[src/cu_pkg.sv]
package cu_pkg;

    localparam int OPCODE_W = 6;
    localparam int FUNCT_W  = 6;
    localparam int MEM_WAIT = 2;  // lw memory read steps
    localparam int EXC_WAIT = 2;  // Exception vector read steps
    localparam int WAIT_W   = 2;

    typedef enum logic [OPCODE_W-1:0] {
        R_TYPE = 6'h00,
        J      = 6'h02,
        JAL    = 6'h03,
        BEQ    = 6'h04,
        BNE    = 6'h05,
        BLE    = 6'h06,
        BGT    = 6'h07,
        ADDI   = 6'h08,
        ADDIU  = 6'h09,
        LUI    = 6'h0f,
        LW     = 6'h23,
        SW     = 6'h2b
    } opcode_e;

    typedef enum logic [FUNCT_W-1:0] {
        FUNCT_JR  = 6'h08,
        FUNCT_ADD = 6'h20,
        FUNCT_SUB = 6'h22,
        FUNCT_AND = 6'h24
    } funct_e;

    typedef enum logic [3:0] {
        ALU_R, ALU_IMM, ALU_IMM_U, LUI_OP, LOAD, STORE,
        BRANCH, JUMP, JUMP_LINK, JUMP_REG, INVALID
    } instr_class_e;

    typedef enum logic [1:0] {BR_EQ, BR_NE, BR_LE, BR_GT} branch_cond_e;

    typedef enum logic [4:0] {
        ST_INIT_SP, ST_FETCH, ST_FETCH_COMMIT, ST_DECODE,
        ST_EXECUTE, ST_WRITEBACK_RD, ST_WRITEBACK_RT,
        ST_ADDR_CALC, ST_MEM_READ, ST_MDR_LOAD, ST_LOAD_WRITE, ST_STORE,
        ST_BRANCH_TAKEN, ST_BRANCH_NOT, ST_JUMP, ST_LINK_CALC, ST_LINK_WRITE,
        ST_JUMP_REG, ST_LUI_WRITE,
        ST_EXC_READ, ST_EXC_COMMIT
    } step_e;

    // Datapath select codes
    typedef enum logic [2:0] {
        ALU_PASS = 3'd0, ALU_ADD = 3'd1, ALU_SUB = 3'd2, ALU_AND = 3'd3, ALU_CMP = 3'd7
    } alu_op_e;

    typedef enum logic [1:0] {SRCA_PC = 2'd0, SRCA_REG_A = 2'd1, SRCA_MDR = 2'd2} alu_src_a_e;

    typedef enum logic [2:0] {SRCB_REG_B = 3'd0, SRCB_FOUR = 3'd1, SRCB_IMM = 3'd2} alu_src_b_e;

    typedef enum logic [2:0] {
        IORD_PC = 3'd0, IORD_ALUOUT = 3'd1, IORD_EXC_VEC = 3'd2
    } iord_e;

    typedef enum logic [2:0] {
        PCSRC_ALU = 3'd0, PCSRC_BRANCH = 3'd1, PCSRC_JUMP = 3'd2, PCSRC_EXC = 3'd3
    } pc_src_e;

    typedef enum logic [1:0] {DST_RT = 2'd0, DST_RD = 2'd1, DST_SP = 2'd2, DST_RA = 2'd3} reg_dst_e;

    typedef enum logic [3:0] {
        M2R_ALUOUT = 4'd0, M2R_MDR = 4'd1, M2R_SP_INIT = 4'd4, M2R_UPPER_IMM = 4'd8
    } mem_to_reg_e;

    typedef enum logic [1:0] {EXC_NO_OPCODE = 2'd0, EXC_OVERFLOW = 2'd1} except_e;

    typedef struct packed {
        step_e   step;
        alu_op_e alu_fn;
        except_e exc_cause;
    } step_word_t;

endpackage

[src/decode_if.sv]
`timescale 1ns/1ps

interface decode_if;
    import cu_pkg::*;

    logic         req;
    logic         ack;
    instr_class_e iclass;
    alu_op_e      alu_fn;
    branch_cond_e cond;

    modport decoder (
        output req, iclass, alu_fn, cond,
        input  ack
    );

    modport sequencer (
        input  req, iclass, alu_fn, cond,
        output ack
    );

endinterface

[src/instr_decoder.sv]
`timescale 1ns/1ps

module instr_decoder (
    input  logic                        clk,
    input  logic                        reset,
    output logic                        instr_req,
    input  logic                        instr_ack,
    input  logic [cu_pkg::OPCODE_W-1:0] opcode,
    input  logic [cu_pkg::FUNCT_W-1:0]  funct,
    decode_if.decoder                   dec
);
    import cu_pkg::*;

    logic [OPCODE_W-1:0] opcode_q;
    logic [FUNCT_W-1:0]  funct_q;

    // Memory handshake on one side, sequencer handshake on the other
    always_ff @(posedge clk) begin
        if (reset) begin
            instr_req <= 1'b0;
            dec.req   <= 1'b0;
        end else if (instr_req) begin
            if (instr_ack) begin
                instr_req <= 1'b0;
                dec.req   <= 1'b1;
            end
        end else if (dec.req) begin
            if (dec.ack) begin
                dec.req <= 1'b0;
            end
        end else if (!dec.ack && !instr_ack) begin
            instr_req <= 1'b1;  // Previous instruction retired
        end
    end

    always_ff @(posedge clk) begin
        if (instr_req && instr_ack) begin
            opcode_q <= opcode;
            funct_q  <= funct;
        end
    end

    always_comb begin
        dec.iclass = INVALID;
        dec.alu_fn = ALU_ADD;
        dec.cond   = BR_EQ;
        case (opcode_e'(opcode_q))
            R_TYPE: begin
                case (funct_e'(funct_q))
                    FUNCT_ADD: dec.iclass = ALU_R;
                    FUNCT_SUB: begin
                        dec.iclass = ALU_R;
                        dec.alu_fn = ALU_SUB;
                    end
                    FUNCT_AND: begin
                        dec.iclass = ALU_R;
                        dec.alu_fn = ALU_AND;
                    end
                    FUNCT_JR: begin
                        dec.iclass = JUMP_REG;
                        dec.alu_fn = ALU_PASS;
                    end
                    default: dec.iclass = INVALID;
                endcase
            end
            ADDI:  dec.iclass = ALU_IMM;
            ADDIU: dec.iclass = ALU_IMM_U;
            LUI:   dec.iclass = LUI_OP;
            LW:    dec.iclass = LOAD;
            SW:    dec.iclass = STORE;
            BEQ, BNE, BLE, BGT: begin
                dec.iclass = BRANCH;
                dec.alu_fn = ALU_CMP;
                dec.cond   = branch_cond_e'(opcode_q[1:0]);  // Low opcode bits give EQ/NE/LE/GT
            end
            J:       dec.iclass = JUMP;
            JAL:     dec.iclass = JUMP_LINK;
            default: dec.iclass = INVALID;
        endcase
    end

endmodule

[src/step_sequencer.sv]
`timescale 1ns/1ps

module step_sequencer (
    input  logic               clk,
    input  logic               reset,
    decode_if.sequencer        dec,
    input  logic               ov,
    input  logic               eq,
    input  logic               gt,
    output cu_pkg::step_word_t step_out
);
    import cu_pkg::*;

    step_e             step;
    logic [WAIT_W-1:0] wait_cnt;  // Shared by MEM_READ and EXC_READ
    except_e           exc_cause;
    logic              br_taken;

    always_comb begin
        case (dec.cond)
            BR_EQ:   br_taken = eq;
            BR_NE:   br_taken = !eq;
            BR_LE:   br_taken = !gt;
            default: br_taken = gt;
        endcase
    end

    always_ff @(posedge clk) begin
        if (reset) begin
            step      <= ST_INIT_SP;
            wait_cnt  <= '0;
            exc_cause <= EXC_NO_OPCODE;
            dec.ack   <= 1'b0;
        end else begin
            case (step)
                ST_INIT_SP: step <= ST_FETCH;
                ST_FETCH: begin
                    if (dec.req) begin
                        step    <= ST_FETCH_COMMIT;
                        dec.ack <= 1'b1;  // Held until the instruction ends
                    end
                end
                ST_FETCH_COMMIT: step <= ST_DECODE;
                ST_DECODE: begin
                    case (dec.iclass)
                        ALU_R, ALU_IMM, ALU_IMM_U: step <= ST_EXECUTE;
                        LOAD, STORE: step <= ST_ADDR_CALC;
                        BRANCH:      step <= br_taken ? ST_BRANCH_TAKEN : ST_BRANCH_NOT;
                        JUMP:        step <= ST_JUMP;
                        JUMP_LINK:   step <= ST_LINK_CALC;
                        JUMP_REG:    step <= ST_JUMP_REG;
                        LUI_OP:      step <= ST_LUI_WRITE;
                        default: begin
                            step      <= ST_EXC_READ;
                            exc_cause <= EXC_NO_OPCODE;
                        end
                    endcase
                end
                ST_EXECUTE: begin
                    if (ov && dec.iclass != ALU_IMM_U) begin
                        step      <= ST_EXC_READ;
                        exc_cause <= EXC_OVERFLOW;
                    end else if (dec.iclass == ALU_R) begin
                        step <= ST_WRITEBACK_RD;
                    end else begin
                        step <= ST_WRITEBACK_RT;
                    end
                end
                ST_ADDR_CALC: step <= (dec.iclass == STORE) ? ST_STORE : ST_MEM_READ;
                ST_MEM_READ: begin
                    if (wait_cnt == WAIT_W'(MEM_WAIT - 1)) begin
                        step     <= ST_MDR_LOAD;
                        wait_cnt <= '0;
                    end else begin
                        wait_cnt <= wait_cnt + 1'b1;
                    end
                end
                ST_MDR_LOAD:  step <= ST_LOAD_WRITE;
                ST_LINK_CALC: step <= ST_LINK_WRITE;
                ST_EXC_READ: begin
                    if (wait_cnt == WAIT_W'(EXC_WAIT - 1)) begin
                        step     <= ST_EXC_COMMIT;
                        wait_cnt <= '0;
                    end else begin
                        wait_cnt <= wait_cnt + 1'b1;
                    end
                end
                default: begin
                    // Last step of every instruction
                    step    <= ST_FETCH;
                    dec.ack <= 1'b0;
                end
            endcase
        end
    end

    assign step_out = '{step: step, alu_fn: dec.alu_fn, exc_cause: exc_cause};

endmodule

[src/control_encoder.sv]
`timescale 1ns/1ps

module control_encoder (
    input  logic                clk,
    input  logic                reset,
    input  cu_pkg::step_word_t  step_in,
    output logic                pc_write,
    output logic                branch,
    output logic                mem_wr,
    output logic                ir_write,
    output logic                a_write,
    output logic                b_write,
    output logic                mdr_write,
    output logic                alu_reg_write,
    output logic                epc_write,
    output logic                reg_write,
    output cu_pkg::alu_op_e     alu_op,
    output cu_pkg::alu_src_a_e  alu_src_a,
    output cu_pkg::alu_src_b_e  alu_src_b,
    output cu_pkg::iord_e       iord,
    output cu_pkg::pc_src_e     pc_src,
    output cu_pkg::reg_dst_e    reg_dst,
    output cu_pkg::mem_to_reg_e mem_to_reg,
    output cu_pkg::except_e     except_cause
);
    import cu_pkg::*;

    always_ff @(posedge clk) begin
        // All zero unless the step asks otherwise
        pc_write      <= 1'b0;
        branch        <= 1'b0;
        mem_wr        <= 1'b0;
        ir_write      <= 1'b0;
        a_write       <= 1'b0;
        b_write       <= 1'b0;
        mdr_write     <= 1'b0;
        alu_reg_write <= 1'b0;
        epc_write     <= 1'b0;
        reg_write     <= 1'b0;
        alu_op        <= ALU_PASS;
        alu_src_a     <= SRCA_PC;
        alu_src_b     <= SRCB_REG_B;
        iord          <= IORD_PC;
        pc_src        <= PCSRC_ALU;
        reg_dst       <= DST_RT;
        mem_to_reg    <= M2R_ALUOUT;
        except_cause  <= EXC_NO_OPCODE;
        if (!reset) begin
            case (step_in.step)
                ST_INIT_SP: begin
                    reg_write  <= 1'b1;  // Stack top
                    reg_dst    <= DST_SP;
                    mem_to_reg <= M2R_SP_INIT;
                end
                ST_FETCH, ST_FETCH_COMMIT: begin
                    alu_src_b <= SRCB_FOUR;  // PC + 4
                    alu_op    <= ALU_ADD;
                    pc_write  <= (step_in.step == ST_FETCH_COMMIT);
                    ir_write  <= (step_in.step == ST_FETCH_COMMIT);
                end
                ST_DECODE: begin
                    a_write <= 1'b1;
                    b_write <= 1'b1;
                end
                ST_EXECUTE: begin
                    alu_src_a     <= SRCA_REG_A;
                    alu_op        <= step_in.alu_fn;
                    alu_reg_write <= 1'b1;
                end
                ST_WRITEBACK_RD, ST_WRITEBACK_RT: begin
                    reg_write <= 1'b1;
                    reg_dst   <= (step_in.step == ST_WRITEBACK_RD) ? DST_RD : DST_RT;
                end
                ST_ADDR_CALC: begin
                    alu_src_a     <= SRCA_REG_A;
                    alu_src_b     <= SRCB_IMM;
                    alu_op        <= ALU_ADD;
                    alu_reg_write <= 1'b1;
                end
                ST_MEM_READ: iord <= IORD_ALUOUT;
                ST_MDR_LOAD: begin
                    iord      <= IORD_ALUOUT;
                    mdr_write <= 1'b1;
                end
                ST_LOAD_WRITE: begin
                    reg_write  <= 1'b1;
                    mem_to_reg <= M2R_MDR;
                end
                ST_STORE: begin
                    iord   <= IORD_ALUOUT;
                    mem_wr <= 1'b1;
                end
                ST_BRANCH_TAKEN, ST_BRANCH_NOT: begin
                    alu_src_a <= SRCA_REG_A;  // Compare A with B
                    alu_op    <= ALU_CMP;
                    pc_src    <= PCSRC_BRANCH;
                    pc_write  <= (step_in.step == ST_BRANCH_TAKEN);
                end
                ST_JUMP: begin
                    pc_write <= 1'b1;
                    branch   <= 1'b1;
                    pc_src   <= PCSRC_JUMP;
                end
                ST_LINK_CALC: alu_reg_write <= 1'b1;  // Return address from PC
                ST_LINK_WRITE: begin
                    reg_write <= 1'b1;
                    reg_dst   <= DST_RA;
                    pc_write  <= 1'b1;
                    branch    <= 1'b1;
                    pc_src    <= PCSRC_JUMP;
                end
                ST_JUMP_REG: begin
                    alu_src_a <= SRCA_REG_A;
                    pc_write  <= 1'b1;
                    branch    <= 1'b1;
                end
                ST_LUI_WRITE: begin
                    reg_write  <= 1'b1;
                    mem_to_reg <= M2R_UPPER_IMM;
                end
                ST_EXC_READ: begin
                    iord         <= IORD_EXC_VEC;
                    except_cause <= step_in.exc_cause;
                    alu_src_b    <= SRCB_FOUR;  // EPC gets PC - 4
                    alu_op       <= ALU_SUB;
                end
                ST_EXC_COMMIT: begin
                    epc_write    <= 1'b1;
                    pc_write     <= 1'b1;
                    pc_src       <= PCSRC_EXC;
                    except_cause <= step_in.exc_cause;
                end
                default: begin
                end
            endcase
        end
    end

endmodule

[src/control_unit.sv]
`timescale 1ns/1ps

module control_unit (
    input  logic                                   clk,
    input  logic                                   reset,
    output logic                                   instr_req,
    input  logic                                   instr_ack,
    input  logic [cu_pkg::OPCODE_W-1:0]            opcode,
    input  logic [cu_pkg::FUNCT_W-1:0]             funct,
    input  logic                                   ov,
    input  logic                                   eq,
    input  logic                                   gt,
    output logic                                   pc_write,
    output logic                                   branch,
    output logic                                   mem_wr,
    output logic                                   ir_write,
    output logic                                   a_write,
    output logic                                   b_write,
    output logic                                   mdr_write,
    output logic                                   alu_reg_write,
    output logic                                   epc_write,
    output logic                                   reg_write,
    output logic [$bits(cu_pkg::alu_op_e)-1:0]     alu_op,
    output logic [$bits(cu_pkg::alu_src_a_e)-1:0]  alu_src_a,
    output logic [$bits(cu_pkg::alu_src_b_e)-1:0]  alu_src_b,
    output logic [$bits(cu_pkg::iord_e)-1:0]       iord,
    output logic [$bits(cu_pkg::pc_src_e)-1:0]     pc_src,
    output logic [$bits(cu_pkg::reg_dst_e)-1:0]    reg_dst,
    output logic [$bits(cu_pkg::mem_to_reg_e)-1:0] mem_to_reg,
    output logic [$bits(cu_pkg::except_e)-1:0]     except_cause
);
    import cu_pkg::*;

    step_word_t step_word;

    decode_if dec_bus ();

    instr_decoder u_decoder (
        .clk       (clk),
        .reset     (reset),
        .instr_req (instr_req),
        .instr_ack (instr_ack),
        .opcode    (opcode),
        .funct     (funct),
        .dec       (dec_bus.decoder)
    );

    step_sequencer u_sequencer (
        .clk      (clk),
        .reset    (reset),
        .dec      (dec_bus.sequencer),
        .ov       (ov),
        .eq       (eq),
        .gt       (gt),
        .step_out (step_word)
    );

    control_encoder u_encoder (
        .clk           (clk),
        .reset         (reset),
        .step_in       (step_word),
        .pc_write      (pc_write),
        .branch        (branch),
        .mem_wr        (mem_wr),
        .ir_write      (ir_write),
        .a_write       (a_write),
        .b_write       (b_write),
        .mdr_write     (mdr_write),
        .alu_reg_write (alu_reg_write),
        .epc_write     (epc_write),
        .reg_write     (reg_write),
        .alu_op        (alu_op),
        .alu_src_a     (alu_src_a),
        .alu_src_b     (alu_src_b),
        .iord          (iord),
        .pc_src        (pc_src),
        .reg_dst       (reg_dst),
        .mem_to_reg    (mem_to_reg),
        .except_cause  (except_cause)
    );

endmodule

[config.mk]
export PLATFORM = sky130hd
export DESIGN_NAME = control_unit
export DESIGN_NICKNAME = d
export VERILOG_FILES = /design/src/cu_pkg.sv /design/src/decode_if.sv /design/src/instr_decoder.sv /design/src/step_sequencer.sv /design/src/control_encoder.sv /design/src/control_unit.sv
export SDC_FILE = /design/constraint.sdc
export NUM_CORES = 1
export LEC_CHECK = 0
export ABC_AREA = 1
export BUFFER_PORTS_ARGS = -buffer_cell sky130_fd_sc_hd__buf_2
export CAP_MARGIN = 20
export CELL_PAD_IN_SITES_DETAIL_PLACEMENT = 1
export CELL_PAD_IN_SITES_GLOBAL_PLACEMENT = 1
export CORE_ASPECT_RATIO = 0.8
export CORE_MARGIN = 2
export CORE_UTILIZATION = 39
export DETAILED_ROUTE_END_ITERATION = 8
export GPL_ROUTABILITY_DRIVEN = 0
export PLACE_DENSITY_LB_ADDON = 0.1
export SETUP_SLACK_MARGIN = 0.1
export SLEW_MARGIN = 20
export SYNTH_ARGS = -nofsm -noshare
export SYNTH_HDL_FRONTEND = slang
export SYNTH_SLANG_ARGS = --single-unit
[constraint.sdc]
create_clock -name clk -period 2.2 [get_ports clk]
set_input_delay 0.11 -clock clk [delete_from_list [all_inputs] [get_ports clk]]
set_output_delay 0.11 -clock clk [all_outputs]
set_load 0.05 [all_outputs]
# After elaboration in Yosys (flattened, before gate mapping)
# Cells that the tools add are included.
[totals]
regBits = 55
[classes]
n_addsub = 1
eq_ne = 54
n_mux = 45
n_bitwise = 3
n_reduce_logical = 37
[op_table]
columns = ["operator", "n"]
rows = [
  ["$pmux W5 S9", 1],
  ["$eq A5 B4 Y1 const B", 8],
  ["$pmux W4 S9", 1],
  ["$pmux W5 S7", 1],
  ["$eq A6 B6 Y1 const B", 5],
  ["$eq A5 B5 Y1 const B", 5],
  ["$eq A6 B3 Y1 const B", 4],
  ["$eq A6 B4 Y1 const B", 4],
  ["$reduce_or A3 Y1", 7],
  ["$eq A5 B3 Y1 const B", 4],
  ["$mux W5", 4],
  ["$mux W1", 19],
  ["$pmux W2 S3", 3],
  ["$reduce_or A2 Y1", 9],
  ["$eq A4 B3 Y1 const B", 4],
  ["$eq A6 B2 Y1 const B", 2],
  ["$mux W2", 6],
  ["$ne A2 B2 Y1 const B", 6],
  ["$pmux W2 S2", 3],
  ["$pmux W3 S4", 1],
  ["$pmux W4 S3", 1],
  ["$eq A5 B2 Y1 const B", 2],
  ["$reduce_or A10 Y1", 1],
  ["$reduce_or A9 Y1", 1],
  ["other kinds (25)", 38],
]

# Logic depth before layout (Yosys ltp)
[depth]
ltp_word = 8
depth_mapped = 13

# Modules after synthesis
# Synthesis repeated with hierarchy kept, for this count alone.
[hier_totals]
cells_unflattened = 357
hier_area_um2 = 2549.9
[modules_own_cells]
columns = ["mod", "instances", "cells_per_inst", "area_per_inst_um2", "seq_area_each_um2"]
rows = [
  ["control_encoder", 1, 127, 994.7, 520.5],
  ["instr_decoder", 1, 95, 782.0, 400.4],
  ["step_sequencer", 1, 135, 773.2, 180.2],
]

# Least setup slack after synthesis
# OpenSTA, ideal clock, no wires.
[synth_path]
path_kind = "reg-to-reg"
start = "reg u_decoder.opcode_q[5]"
end = "reg u_sequencer.step[1]"
arrival_time_ns = 1.432
slack_ns = 0.637
path_stages_with_launch = 13
path_buffers = 0
period_less_slack_ns = 1.563
cell_sequence = "edfxtp_1 -> nor2_4 -> nand3_1 -> nand2_1 -> nor2_2 -> nand2_2 -> nand2_1 -> nor2_2 -> nand3_1 -> nand2_1 -> nand3_1 -> nand2_1 -> a21oi_2"
[synth_via]
elab_chain_len = 7
elab_cells_between_ends = 33
classes_between = "eq/ne (21); mux (6); reduce/logical (6)"
[synth_lines]
columns = ["item", "line_no", "source"]
rows = [
  ["from (decl)", "instr_decoder.sv:14", "logic [OPCODE_W-1:0] opcode_q;"],
  ["from (signal assigned)", "instr_decoder.sv:38", "opcode_q <= opcode;"],
  ["$eq A6 B3 Y1", "instr_decoder.sv:47", "case (opcode_e'(opcode_q))"],
  ["$reduce_or A4 Y1", "instr_decoder.sv:47", ""],
  ["$pmux W4 S9 *", "instr_decoder.sv:47", ""],
  ["$eq A4 B1 Y1 (tied with other cells)", "step_sequencer.sv:45", "case (dec.iclass)"],
  ["$reduce_or A3 Y1 (tied with other cells)", "step_sequencer.sv:45", ""],
  ["$pmux W5 S7 / $mux W5 (equally long branches)", "step_sequencer.sv:45, step_sequencer.sv:60", ""],
  ["$pmux W5 S9 *", "step_sequencer.sv:35", "case (step)"],
  ["to (signal assigned)", "step_sequencer.sv:48", "BRANCH: step <= br_taken ? ST_BRANCH_TAKEN : ST_BRANCH_NOT;"],
  ["to (signal assigned)", "step_sequencer.sv:69", "ST_ADDR_CALC: step <= (dec.iclass == STORE) ? ST_STORE : ST_MEM_READ;"],
  ["to (decl)", "step_sequencer.sv:14", "step_e step;"],
]
# Mark *: on every way between the ends. The rest lies on a longest branch, timed or not.
# A chain may end at the register's enable or synchronous reset.

# Worst setup path in the final report
[layout_path]
start = "reg u_sequencer.step[4]"
end = "reg u_sequencer.dec.ack"
[layout_via]
elab_chain_len = 4
elab_cells_between_ends = 15
classes_between = "eq/ne (10); mux (1); bitwise (1); reduce/logical (3)"
[layout_lines]
columns = ["item", "line_no", "source"]
rows = [
  ["$eq A5 B2 Y1 (tied with other cells)", "step_sequencer.sv:35", ""],
  ["$reduce_or A9 Y1 (no line)", "n/a", ""],
  ["$not A1 Y1 (no line)", "n/a", ""],
  ["$reduce_and A2 Y1 (no line)", "n/a", ""],
  ["to (signal assigned)", "step_sequencer.sv:33", "dec.ack <= 1'b0;"],
  ["to (signal assigned)", "step_sequencer.sv:40", "dec.ack <= 1'b1;"],
  ["to (signal assigned)", "step_sequencer.sv:91", "dec.ack <= 1'b0;"],
  ["to (decl)", "decode_if.sv:19", "output ack"],
]
# Parallel ways exist; a longest one is shown, timed or not.

==> summary.txt <==
Status
  – Status: finished clean

STA
  – RSZ-0062 raised after global routing: no
  – Hold Fails Final Rpt: 0
  – Setup tns final: 0 ns
  – Max-slew violation count: 0
  – Worst Max-Slew Pin Slew: 0.5169 ns
  – Clock Skews: 0.005920 ns
  – Rel. slew slack: 65.50%
  – Final setup fails: 0
  – FMAX: between 0.5 and 0.6 GHz
  – Crit share post-route: 89.36%
  – Fin crit period: 1.966 ns

Synth
  – Post-Syn Area: 2316 um2
  – Syn avg cell area: 7.877 um2
  – Number of synthesized register bits: 48
  – Post-synthesis sequential area ratio: 46.68%
  – Synth async-reset ratio: 0%
  – Area leader, netlist: dfxtp_1
  – Top-count cell post-synth: nand2_1
  – Unique masters post-synth: 30
  – Ys flop type: dfxtp_1
  – Synth cell count leaders: 47 x nand2_1, 41 x inv_1, 38 x nor2_1
  – Gate Count Post-Synth: 294
  – Post-synth top area share: 31.12%
  – Top post-synthesis cells by area: dfxtp_1 31%, edfxtp_1 16%, nand2_1 7.6%, inv_1 6.6%, nor2_1 6.2%
  – Ys Warns: 0
  – EDFF count, synth: 12

Critical path
  – Critical Path Fanout Max: 10
  – R2R Path Start: u_sequencer.step[4]$_SDFFE_PP0P_
  – Crit path launch: u_sequencer.step[4]$_SDFFE_PP0P_
  – FF-to-FF path depth: 7
  – Critical path class: reg2reg
  – R2R setup slack: 0.23 ns
  – Critical Path Source Type: register
  – Crit path DAT: 2.17 ns
  – R2r endpoint: u_sequencer.dec.ack$_SDFFE_PP0P_
  – CP required: 2.40 ns
  – Crit end category: register

Global route
  – Total track usage: 19.26%
  – Largest net degree at the start of global routing: 17
  – Initial antenna violation count: 0
  – Grt ovf: 0
  – Vias in the first global route: 2108
  – Global-route wire length before repair: 10.01 mm

Routing
  – Vias per cell: 4.807
  – Post-route ant nets: 0
  – DRT Wirelength: roughly 6.0 mm
  – Routed length per placed instance: 13.66 um
  – Via count: ~2100
  – DRT iter0 DRCs: 65
  – First-pass DRT Iterations: 4
  – DRC: 0

Hold path
  – Worst Hold End: u_encoder.mem_to_reg[3]$_SDFF_PP0_
  – Hold Crit Class: in2reg
  – Hold path start: reset
  – Hold Path Stages: 2

Floorplanning
  – Core area: 5818 um2
  – Row cnt: 25
  – I/O pin total: between 50 and 60
  – Die Area: 6575 um2
  – Initial Utilization: 39.81%
  – Die width: 90.16 um
  – Die Span Y: 72.93 um

Clock tree
  – CTS tree: yes
  – Max Buffers Root-to-Sink: 2
  – Num CTS Buffers: 5
  – Setup Buffers After CTS: 0
  – Clk Latency, worst-skew pair: 0.31 ns
  – Root buffer cell: clkbuf_8
  – Max H-tree Level: 2
  – Clock slew seen by the registers of the worst setup and hold paths: 0.10 ns
  – CTS sink cnt: 48

Place
  – Placed Cells: 415
  – Port Buf Inserts: 44
  – Dpl hpwl: approximately 4.6 mm

Final layout
  – NumNets Final: around 370
  – Area growth syn-to-layout: 22.53%
  – Diode count: 0
  – Layout cells sized above 1: a little over a quarter
  – Post-layout util: 48.77%
  – Largest regs: u_decoder.funct_q x6, u_decoder.opcode_q x6, u_sequencer.step x5
  – Fin cells: 436

Power and ir drop
  – Power Total: 2.573 mW
  – Max VDD drop: a little under 0.4 mV
  – Pint: 1.544 mW
  – Sw Ratio: 39.99%
  – Sequential share of power: 41.5%
  – NetSw: between 1 and 1.5 mW
  – Comb pwr share: 34.3%
  – Power per standard cell area: 906.6 nW/um2
  – Pleak: 1.393 nW
  – Clock power share: 24.2%

Flow run
  – Max-cap viol count: 0
[cell type report]
| class | instances | area [um2] |
|---|---|---|
| fill | 744 | 2980 |
| inverter | 45 | 170.2 |
| clock inverter | 2 | 17.52 |
| multi-input combinational | 195 | 1008 |
| sequential | 48 | 1081 |
| clock buffer | 6 | 93.84 |
| tap | 81 | 101.3 |
| timing repair buffer | 59 | 365.4 |
[through the flow]
| step | hold WS, ns | setup WS, ns | cell area, um2 |
|---|---|---|---|
| finish | 0.1420 | 0.2340 | 2838 |
| global route | 0.1572 | 0.1289 | 2838 |
| global placement | 0.2859 | 0.3367 | 2596 |
| CTS | 0.1262 | 0.2760 | 2838 |
| floorplan | 0.1893 | 0.6375 | 2335 |
| detailed placement | 0.2891 | 0.3099 | 2596 |
[layer usage]
metal  wire, um  GRT usage (%)  up-vias
li1           -              -     1054
met1       3153          27.98      982
met2       2414          28.57       54
met3        304          4.029        6
met4         83          6.667        0
met5          0              0        -
[cell families after synthesis]
kind of cell	count (synthesis)	share of synthesized area, %
AND/OR/NAND/NOR	152	32.36
AO/OA/AOI/OAI	37	10.21
other	1	0.1619
flip-flops	48	46.68
buffers and inverters	56	10.59
[worst max path at each step]
stage               slack, ns  cells after the start                               end
floorplan                0.64                     12  u_sequencer.step[1]$_SDFFE_PP0P_
global placement         0.34                      7  u_sequencer.dec.ack$_SDFFE_PP0P_
detailed placement       0.31                      7  u_sequencer.dec.ack$_SDFFE_PP0P_
CTS                      0.28                      7  u_sequencer.dec.ack$_SDFFE_PP0P_
global route             0.13                      7  u_sequencer.dec.ack$_SDFFE_PP0P_
finish                   0.23                      7  u_sequencer.dec.ack$_SDFFE_PP0P_
[what timing repair did]
item	4_1_cts	5_1_grt
hold buffers	13	0
hold endpoints to repair	13	0
resized for setup	0	0
[layout by cell type (no fill, tap or decap)]
| cell | n |
|---|---|
| clkinv_2 | 1 |
| nor3b_2 | 1 |
| nand2_2 | 9 |
| o211ai_1 | 1 |
| o2111ai_1 | 1 |
| dfxtp_1 | 36 |
| o2111ai_2 | 1 |
| nor2_4 | 4 |
| clkbuf_16 | 1 |
| conb_1 | 6 |
| nor2_1 | 38 |
| edfxtp_1 | 12 |
| nand4_1 | 3 |
| inv_2 | 3 |
| buf_4 | 2 |
| buf_2 | 44 |
| or2_0 | 1 |
| a41oi_1 | 3 |
| o21ai_0 | 12 |
| o21a_1 | 3 |
| a31oi_1 | 4 |
| nand3_1 | 24 |
| nor3_1 | 8 |
| nand2_1 | 47 |
| nor2_2 | 10 |
| inv_1 | 41 |
| dlygate4sd3_1 | 13 |
| and2_4 | 1 |
| clkinv_4 | 2 |
| a21oi_1 | 9 |
| nand3_2 | 6 |
| a21oi_2 | 3 |
| clkbuf_8 | 5 |
[worst max-delay path, cell delays in order, from the launching register on]
cell       delay [ns]
dfxtp_1          0.62
inv_1            0.16
nand3_1          0.26
nand2_1          0.14
nor2_1           0.22
o2111ai_1        0.20
o21ai_0          0.22
a21oi_1          0.05
[power groups by stage]
stage / combinational (mW) / clock, mW / sequential (mW)
6_report: 0.883 / 0.622 / 1.07
5_1_grt: 0.960 / 0.676 / 1.08
4_1_cts: 0.883 / 0.638 / 1.07
3_5_place_dp: 0.862 / 0 / 1.09
3_3_place_gp: 0.844 / 0 / 1.09
2_1_floorplan: 0.477 / 0 / 1.27
Note: power is estimated with default switching activity, not from simulation.
